File: src/design/hex_oled_pkg.sv
package hex_oled_pkg;

    localparam int X_SIZE        = 96;
    localparam int Y_SIZE        = 64;
    localparam int COLOR_BITS    = 16;
    localparam int CELL_W        = 6;
    localparam int CELL_H        = 8;
    localparam int CHARS_PER_ROW = 16;
    localparam int TEXT_ROWS     = 2;
    localparam int RESET_CYCLES  = 64;
    localparam int INIT_LEN      = 44;

    // SSD1331 bring-up for 65k colour with x mirrored over the full 96x64 window
    localparam logic [0:INIT_LEN-1][7:0] INIT_SEQ = {
        8'h2E, 8'hAE, 8'hA0, 8'h72, 8'hA1, 8'h00, 8'hA2, 8'h00,
        8'hA4, 8'hA8, 8'h3F, 8'hAD, 8'h8E, 8'hB0, 8'h0B, 8'hB1,
        8'h31, 8'hB3, 8'hF0, 8'h8A, 8'h64, 8'h8B, 8'h78, 8'h8C,
        8'h64, 8'hBB, 8'h3A, 8'hBE, 8'h3E, 8'h87, 8'h06, 8'h81,
        8'h91, 8'h82, 8'h50, 8'h83, 8'h7D, 8'h15, 8'h00, 8'h5F,
        8'h75, 8'h00, 8'h3F, 8'hAF
    };

    // 5x7 hex digits listed top row first with bit 4 as the leftmost pixel
    localparam logic [0:15][0:6][4:0] GLYPH_ROM = {
        {5'h0E, 5'h11, 5'h13, 5'h15, 5'h19, 5'h11, 5'h0E},
        {5'h04, 5'h0C, 5'h04, 5'h04, 5'h04, 5'h04, 5'h0E},
        {5'h0E, 5'h11, 5'h01, 5'h02, 5'h04, 5'h08, 5'h1F},
        {5'h1F, 5'h02, 5'h04, 5'h02, 5'h01, 5'h11, 5'h0E},
        {5'h02, 5'h06, 5'h0A, 5'h12, 5'h1F, 5'h02, 5'h02},
        {5'h1F, 5'h10, 5'h1E, 5'h01, 5'h01, 5'h11, 5'h0E},
        {5'h06, 5'h08, 5'h10, 5'h1E, 5'h11, 5'h11, 5'h0E},
        {5'h1F, 5'h01, 5'h02, 5'h04, 5'h08, 5'h08, 5'h08},
        {5'h0E, 5'h11, 5'h11, 5'h0E, 5'h11, 5'h11, 5'h0E},
        {5'h0E, 5'h11, 5'h11, 5'h0F, 5'h01, 5'h02, 5'h0C},
        {5'h0E, 5'h11, 5'h11, 5'h11, 5'h1F, 5'h11, 5'h11},
        {5'h1E, 5'h11, 5'h11, 5'h1E, 5'h11, 5'h11, 5'h1E},
        {5'h0E, 5'h11, 5'h10, 5'h10, 5'h10, 5'h11, 5'h0E},
        {5'h1C, 5'h12, 5'h11, 5'h11, 5'h11, 5'h12, 5'h1C},
        {5'h1F, 5'h10, 5'h10, 5'h1E, 5'h10, 5'h10, 5'h1F},
        {5'h1F, 5'h10, 5'h10, 5'h1E, 5'h10, 5'h10, 5'h10}
    };

    localparam logic [COLOR_BITS-1:0] FG_COLOR = '1;
    localparam logic [COLOR_BITS-1:0] BG_COLOR = '0;

    typedef struct packed {
        logic [6:0] x;
        logic [5:0] y;
    } pixel_pos_t;

    typedef struct packed {
        logic [63:0] counter;
        logic [63:0] buttons;
    } status_fields_t;

    // nibble 31 is the leftmost character of text row 1
    typedef union packed {
        status_fields_t  fields;
        logic [31:0][3:0] nibbles;
    } status_word_t;

endpackage

File: src/design/display_regs.sv
`timescale 1ns/1ps

module display_regs
    import hex_oled_pkg::*;
(
    input  logic         clk,
    input  logic         rst_n,
    input  logic [6:0]   btn,
    input  logic         frame_start,
    output status_word_t status
);

    status_fields_t next_fields;

    // value loaded at the next frame boundary
    always_comb
    begin
        next_fields = '0;
        next_fields.counter = status.fields.counter + 64'd1;
        // each button sits in the lowest bit of its own nibble
        for (int k = 0; k < 7; k++)
        begin
            next_fields.buttons[4*k] = btn[k];
        end
    end

    always_ff @(posedge clk or negedge rst_n)
    begin
        if (!rst_n)
        begin
            status <= '0;
        end
        else if (frame_start)
        begin
            status.fields <= next_fields;
        end
    end

    // a frame is drawn from one consistent snapshot
    a_status_frame_only: assert property (
        @(posedge clk) disable iff (!rst_n)
        !$past(frame_start) |-> $stable(status)
    )
    else $error("status changed outside a frame boundary");

    // the video side sends one strobe per frame, never a level
    a_frame_start_pulse: assert property (
        @(posedge clk) disable iff (!rst_n)
        frame_start |=> !frame_start
    )
    else $error("frame_start held for more than one cycle");

endmodule

File: src/design/hex_glyph_gen.sv
`timescale 1ns/1ps

module hex_glyph_gen
    import hex_oled_pkg::*;
(
    input  logic                  clk,
    input  logic                  rst_n,
    input  status_word_t          status,
    input  pixel_pos_t            pos,
    output logic [COLOR_BITS-1:0] color
);

    logic [3:0] char_col;
    logic [2:0] text_row;
    logic [2:0] cell_x;
    logic [2:0] cell_y;
    logic [4:0] nib_idx;
    logic [3:0] digit;
    logic [2:0] font_row;
    logic [2:0] font_bit;
    logic [4:0] glyph_bits;
    logic       in_text;
    logic       in_glyph;
    logic       lit;

    // cell coordinates
    always_comb
    begin
        char_col = 4'(pos.x / CELL_W);
        cell_x   = 3'(pos.x % CELL_W);
        text_row = 3'(pos.y / CELL_H);
        cell_y   = 3'(pos.y % CELL_H);
    end

    // leftmost character shows the most significant nibble of its row
    always_comb
    begin
        nib_idx = 5'(int'(text_row) * CHARS_PER_ROW + CHARS_PER_ROW - 1 - int'(char_col));
        digit   = status.nibbles[nib_idx];
    end

    // last column and last row of each cell are spacing
    always_comb
    begin
        in_text  = text_row < 3'(TEXT_ROWS);
        in_glyph = (cell_x < 3'(CELL_W - 1)) && (cell_y < 3'(CELL_H - 1));
    end

    always_comb
    begin
        if (cell_y < 3'(CELL_H - 1))
        begin
            font_row = cell_y;
        end
        else
        begin
            font_row = 3'd0;
        end
        if (cell_x < 3'(CELL_W - 1))
        begin
            font_bit = 3'(CELL_W - 2 - int'(cell_x));
        end
        else
        begin
            font_bit = 3'd0;
        end
    end

    always_comb
    begin
        glyph_bits = GLYPH_ROM[digit][font_row];
        lit        = in_text && in_glyph && glyph_bits[font_bit];
    end

    // one clock from pos to color
    always_ff @(posedge clk or negedge rst_n)
    begin
        if (!rst_n)
        begin
            color <= BG_COLOR;
        end
        else
        begin
            color <= lit ? FG_COLOR : BG_COLOR;
        end
    end

    a_pos_in_panel: assert property (
        @(posedge clk) disable iff (!rst_n)
        (int'(pos.x) < X_SIZE) && (int'(pos.y) < Y_SIZE)
    )
    else $error("pixel position outside the panel");

endmodule

File: src/design/spi_byte_tx.sv
`timescale 1ns/1ps

module spi_byte_tx
(
    input  logic       clk,
    input  logic       rst_n,
    input  logic       load,
    input  logic [7:0] data,
    input  logic       dc,
    output logic       busy,
    output logic       spi_csn,
    output logic       spi_clk,
    output logic       spi_mosi,
    output logic       spi_dc
);

    logic [7:0] shift_q;
    logic [3:0] bit_cnt;
    logic       sclk_q;
    logic       dc_q;

    // sclk toggles on every clock for 16 half periods per byte
    always_ff @(posedge clk or negedge rst_n)
    begin
        if (!rst_n)
        begin
            busy    <= 1'b0;
            bit_cnt <= 4'd0;
            sclk_q  <= 1'b0;
            shift_q <= 8'd0;
            dc_q    <= 1'b0;
        end
        else if (load)
        begin
            busy    <= 1'b1;
            bit_cnt <= 4'd0;
            sclk_q  <= 1'b0;
            shift_q <= data;
            dc_q    <= dc;
        end
        else if (busy)
        begin
            sclk_q  <= ~sclk_q;
            bit_cnt <= bit_cnt + 4'd1;
            // next bit goes out with the falling edge
            if (sclk_q)
            begin
                shift_q <= {shift_q[6:0], 1'b0};
            end
            if (bit_cnt == 4'd15)
            begin
                busy <= 1'b0;
            end
        end
    end

    assign spi_csn  = ~busy;
    assign spi_clk  = sclk_q;
    assign spi_mosi = shift_q[7];
    assign spi_dc   = dc_q;

    // the sequencer must wait for the previous byte to finish
    a_no_load_while_busy: assert property (
        @(posedge clk) disable iff (!rst_n)
        load |-> !busy
    )
    else $error("byte loaded while serialiser busy");

    // every byte keeps chip select low for exactly 16 clocks
    a_csn_width: assert property (
        @(posedge clk) disable iff (!rst_n)
        load |=> (!spi_csn)[*16] ##1 spi_csn
    )
    else $error("chip select width is not 16 clocks");

endmodule

File: src/design/oled_video.sv
`timescale 1ns/1ps

module oled_video
    import hex_oled_pkg::*;
(
    input  logic                  clk,
    input  logic                  rst_n,
    input  logic [COLOR_BITS-1:0] color,
    output pixel_pos_t            pos,
    output logic                  frame_start,
    output logic                  spi_csn,
    output logic                  spi_clk,
    output logic                  spi_mosi,
    output logic                  spi_dc,
    output logic                  spi_resn
);

    typedef enum logic [2:0] {
        ST_RESET,
        ST_INIT,
        ST_FRAME,
        ST_ADDR,
        ST_PIX_HI,
        ST_PIX_LO
    } state_t;

    state_t     state;
    logic [6:0] rst_cnt;
    logic [5:0] init_idx;
    logic       tx_load;
    logic [7:0] tx_data;
    logic       tx_dc;
    logic       busy;

    // a byte is requested only while the serialiser is idle
    always_comb
    begin
        tx_load = 1'b0;
        tx_data = INIT_SEQ[init_idx];
        tx_dc   = 1'b0;
        case (state)
            ST_INIT:
            begin
                tx_load = !busy;
            end
            ST_PIX_HI:
            begin
                tx_load = !busy;
                tx_data = color[COLOR_BITS-1 -: 8];
                tx_dc   = 1'b1;
            end
            ST_PIX_LO:
            begin
                tx_load = !busy;
                tx_data = color[7:0];
                tx_dc   = 1'b1;
            end
            default:
            begin
                tx_load = 1'b0;
            end
        endcase
    end

    // status updates in this cycle, before pixel (0,0) is looked up
    assign frame_start = (state == ST_FRAME);

    always_ff @(posedge clk or negedge rst_n)
    begin
        if (!rst_n)
        begin
            state    <= ST_RESET;
            rst_cnt  <= 7'd0;
            init_idx <= 6'd0;
            pos      <= '0;
            spi_resn <= 1'b0;
        end
        else
        begin
            case (state)
                ST_RESET:
                begin
                    rst_cnt <= rst_cnt + 7'd1;
                    if (rst_cnt == 7'(RESET_CYCLES - 1))
                    begin
                        spi_resn <= 1'b1;
                        state    <= ST_INIT;
                    end
                end
                ST_INIT:
                begin
                    if (tx_load)
                    begin
                        if (init_idx == 6'(INIT_LEN - 1))
                        begin
                            state <= ST_FRAME;
                        end
                        else
                        begin
                            init_idx <= init_idx + 6'd1;
                        end
                    end
                end
                ST_FRAME:
                begin
                    state <= ST_ADDR;
                end
                // color for the new pos is ready one clock later
                ST_ADDR:
                begin
                    state <= ST_PIX_HI;
                end
                ST_PIX_HI:
                begin
                    if (tx_load)
                    begin
                        state <= ST_PIX_LO;
                    end
                end
                ST_PIX_LO:
                begin
                    if (tx_load)
                    begin
                        state <= ST_ADDR;
                        if (pos.x == 7'(X_SIZE - 1))
                        begin
                            pos.x <= 7'd0;
                            if (pos.y == 6'(Y_SIZE - 1))
                            begin
                                pos.y <= 6'd0;
                                state <= ST_FRAME;
                            end
                            else
                            begin
                                pos.y <= pos.y + 6'd1;
                            end
                        end
                        else
                        begin
                            pos.x <= pos.x + 7'd1;
                        end
                    end
                end
                default:
                begin
                    state <= ST_RESET;
                end
            endcase
        end
    end

    spi_byte_tx u_spi_byte_tx
    (
        .clk      (clk),
        .rst_n    (rst_n),
        .load     (tx_load),
        .data     (tx_data),
        .dc       (tx_dc),
        .busy     (busy),
        .spi_csn  (spi_csn),
        .spi_clk  (spi_clk),
        .spi_mosi (spi_mosi),
        .spi_dc   (spi_dc)
    );

    // the panel is never addressed while held in reset
    a_resn_before_csn: assert property (
        @(posedge clk) disable iff (!rst_n)
        !spi_csn |-> spi_resn
    )
    else $error("chip select active while panel in reset");

endmodule

File: src/design/hex_oled_top.sv
`timescale 1ns/1ps

module hex_oled_top
    import hex_oled_pkg::*;
(
    input  logic       clk,
    input  logic       rst_n,
    input  logic [6:0] btn,
    output logic       oled_csn,
    output logic       oled_clk,
    output logic       oled_mosi,
    output logic       oled_dc,
    output logic       oled_resn
);

    status_word_t          status;
    pixel_pos_t            pos;
    logic [COLOR_BITS-1:0] color;
    logic                  frame_start;

    display_regs u_display_regs
    (
        .clk         (clk),
        .rst_n       (rst_n),
        .btn         (btn),
        .frame_start (frame_start),
        .status      (status)
    );

    hex_glyph_gen u_hex_glyph_gen
    (
        .clk    (clk),
        .rst_n  (rst_n),
        .status (status),
        .pos    (pos),
        .color  (color)
    );

    oled_video u_oled_video
    (
        .clk         (clk),
        .rst_n       (rst_n),
        .color       (color),
        .pos         (pos),
        .frame_start (frame_start),
        .spi_csn     (oled_csn),
        .spi_clk     (oled_clk),
        .spi_mosi    (oled_mosi),
        .spi_dc      (oled_dc),
        .spi_resn    (oled_resn)
    );

endmodule

File: config.mk
export PLATFORM = sky130hd
export DESIGN_NAME = hex_oled_top
export DESIGN_NICKNAME = d
export VERILOG_FILES = /design/src/design/hex_oled_pkg.sv /design/src/design/display_regs.sv /design/src/design/hex_glyph_gen.sv /design/src/design/spi_byte_tx.sv /design/src/design/oled_video.sv /design/src/design/hex_oled_top.sv
export SDC_FILE = /design/constraint.sdc
export NUM_CORES = 1
export LEC_CHECK = 0
export ABC_AREA = 1
export BUFFER_PORTS_ARGS = -buffer_cell sky130_fd_sc_hd__buf_2
export CAP_MARGIN = 5
export CORE_MARGIN = 8
export CORE_UTILIZATION = 55
export DETAILED_ROUTE_END_ITERATION = 10
export GPL_TIMING_DRIVEN = 0
export PLACE_DENSITY = 0.76
export SLEW_MARGIN = 20
export SYNTH_ARGS = -nofsm -noshare
export SYNTH_HDL_FRONTEND = slang
export SYNTH_SLANG_ARGS = --single-unit
File: constraint.sdc
create_clock -name clk -period 3.9 [get_ports clk]
set_input_delay 0.78 -clock clk [delete_from_list [all_inputs] [get_ports clk]]
set_output_delay 0.78 -clock clk [all_outputs]
set_load 0.03 [all_outputs]
==> flow_metrics.tcl <==
set metrics [dict create \
    htree_levels 4 \
    power_density_mw_per_mm2 276 \
    drv_slew 0 \
    dr.first_iter.drc_count 906 \
    die-area_mm2 0.0191 \
    final_core_util_pct 70.9 \
    vdd_drop_max_mv 0.304 \
    vias 8271 \
    failed_checks "negative setup slack" \
    slew_headroom_pct 58.2 \
    synth_area_mm2 0.00820 \
    postRouteAntennaNets 0 \
    numCtsBuffers 17 \
    cts_tree "yes" \
    grt_pass1_wl_mm 37.2 \
    diodes 0 \
    worstRegToRegCells 36 \
    cp.arrival_ns 5.04 \
    synthCells 1137 \
    worst_pin_slew_ns 0.627 \
    hpwl_mm 15.4 \
    start_util_pct 56.4 \
    final_cell_area_mm2 0.0103 \
    clkLatencyLatePin_ns 0.43 \
    seq_area_frac_synth_pct 35.7 \
    syn_nets 1172 \
    grt_pass1_vias 7686 \
    top_usage_layer "met2" \
    fin_crit_sh_pct 120 \
    antenna_found_initial 0 \
    area_growth_pct 25.8 \
    crit_top_cell "nand2_4" \
    cp_slowest_cell "dfrtp_1" \
    wl_per_cell_um 16.6 \
    rr_startpoint "u_oled_video.pos[7]" \
    gp_congestion 0.972 \
    fin_hold_ws_ns 0.337 \
    drc 0 \
    drt_first_pass_iters 6 \
    required_ns 4.25 \
    power_mw 2.85 \
    crit_path_start_kind "flop" \
    nets 1261 \
    core_mm2 0.0145 \
    critPathCaptureType "flop" \
    path_buf_inv 7 \
    report.final.hold_viol_count 0 \
    avgSynthCellArea_um2 7.21 \
    r2r_end "u_hex_glyph_gen.color[14]" \
    critPathMaxStageDelay_ns 0.40 \
    r2r_setup_slack_ns -0.79 \
    dp_cells 1335 \
    clockBufferDepth 2 \
    path_class "reg2reg" \
    met2_usage_pct 38.4 \
    rsz0062_at_grt "yes" \
    grt_max_degree 64 \
    yosysWarnings 0 \
    finalCriticalPeriod_ns 4.69 \
    clock.fmax_mhz 213 \
    gr-total-overflow 0 \
    worst_slack_ns -0.790 \
    path_clk_slew_ns 0.05 \
    yosys.cell_types.count 48 \
    path_depth 36 \
    drive_gt1_share_pct 22.3 \
    cts_root_buf "clkbuf_16" \
    power.leakage_nw 4.95 \
    layout_common_cells "229 x nand2_1, 144 x nand3_1, 116 x inv_1" \
    place.port_buffers 13 \
    clock_skew_ns 0.00830 \
    routed_wirelength_mm 23.6 \
    drt-vias-per-instance 5.81 \
    met1_usage_pct 29.4 \
    holdCritPathClass "in2async" \
    status "finished with violations" \
    cts_hold_buf 0 \
    ios 14 \
    clock-sinks 117 \
    placed_area_mm2 0.00868 \
    cp_top_family "simple AND/OR/NAND/NOR gates" \
    setup_viol 1 \
    grt_use_met3_pct 4.62 \
    die_height_um 138 \
    track_usage_pct 23.0 \
    layout_commonest_cell "nand2_1" \
    core.rowCount 44 \
    die_w_um 138 \
    ys_seq_elements 117 \
    drv_cap 0 \
    stdcell_count 1423 \
    crit_fanout 10 \
]
-- state kept, by name, indices dropped and copies added, names as in the netlist, 3 cells and up --
| register | count |
|---|---|
| u_display_regs.status | 71 |
| u_oled_video.init_idx | 6 |
| u_oled_video.pos | 13 |
| u_oled_video.rst_cnt | 7 |
| u_oled_video.state | 3 |
| u_oled_video.u_spi_byte_tx.bit_cnt | 4 |
| u_oled_video.u_spi_byte_tx.shift_q | 8 |
-- where the power goes --
part	total (mW)	switching (mW)	internal, mW
sequential	1.21	0	1.21
clock	1.60	0.589	1.02
combinational	0.0312	0.0249	0.00631
-- worst max path at each step --
stage,start,to,slack (ns)
after floorplan,u_oled_video.pos[7],u_hex_glyph_gen.color[14],-0.18
after global placement,u_oled_video.pos[7],u_hex_glyph_gen.color[14],-1.01
after detailed placement,u_oled_video.pos[7],u_hex_glyph_gen.color[14],-1.09
after CTS,u_oled_video.pos[6],u_hex_glyph_gen.color[14],-0.64
after global routing,u_oled_video.pos[7],u_hex_glyph_gen.color[14],-1.03
final,u_oled_video.pos[7],u_hex_glyph_gen.color[14],-0.79
-- layer usage --
layer / wire, um / share of wire [%]
met5: 0 / 0
met4: 494 / 2.1
met3: 1560 / 6.6
met2: 11500 / 49
met1: 10100 / 43
-- cells by family after synthesis --
logic type / share of synthesized area (%)
flops: 35.7
xor+xnor: 7.37
buf+inv: 8.53
compound gates: 8.70
mux: 0.397
simple gates: 35.3
fa+ha+maj: 3.97
-- through the flow --
step / setup WS (ns) / TNS, ns
floorplan: -0.178 / -0.178
global placement: -1.01 / -4.28
detailed placement: -1.09 / -5.37
CTS: -0.636 / -1.66
global route: -1.03 / -1.29
finish: -0.790 / -0.790
-- area by class of cell --
cell class,instances,area (um^2)
repair buffers,70,567
flip-flops and latches,117,2940
plain buffers,28,218
clock buffers,19,443
inverters,143,564
multi-input cells,849,5200
fillers,1114,4220
well taps,184,230
clock inverters,13,156
-- cells in the mapped netlist (all sizes together) --
library cell | instances | share of area (%)
nor4 | 9 | 0.84
or2 | 5 | 0.38
a31oi | 4 | 0.31
xnor2 | 13 | 1.4
a22o | 1 | 0.11
and2 | 1 | 0.076
o21a | 2 | 0.18
a211oi | 2 | 0.18
a21oi | 42 | 2.6
dfrtp | 117 | 36
a41oi | 1 | 0.11
and3 | 3 | 0.23
o211ai | 5 | 0.46
clkbuf | 11 | 0.50
nor3 | 28 | 1.7
clkinv | 10 | 0.46
ha | 26 | 4.0
o311ai | 3 | 0.32
nand3b | 4 | 0.37
o31ai | 1 | 0.092
nand2 | 271 | 13
nor3b | 1 | 0.092
nand3 | 179 | 12
a22oi | 5 | 0.46
a41o | 1 | 0.12
mux2i | 2 | 0.40
o21ai | 51 | 3.1
buf | 17 | 1.5
o221ai | 6 | 0.64
inv | 133 | 6.1
nand4 | 26 | 2.0
xor2 | 56 | 6.0
nor2 | 101 | 5.1
-- what timing repair did --
| action | in CTS | in global routing |
|---|---|---|
| buffers inserted | 26 | 29 |
| setup endpoints to repair | 16 | 13 |
| cloned | 1 | 0 |
| gates resized for setup | 60 | 92 |
| pin swaps | 37 | 68 |
Note: power is estimated with default switching activity, not from simulation.
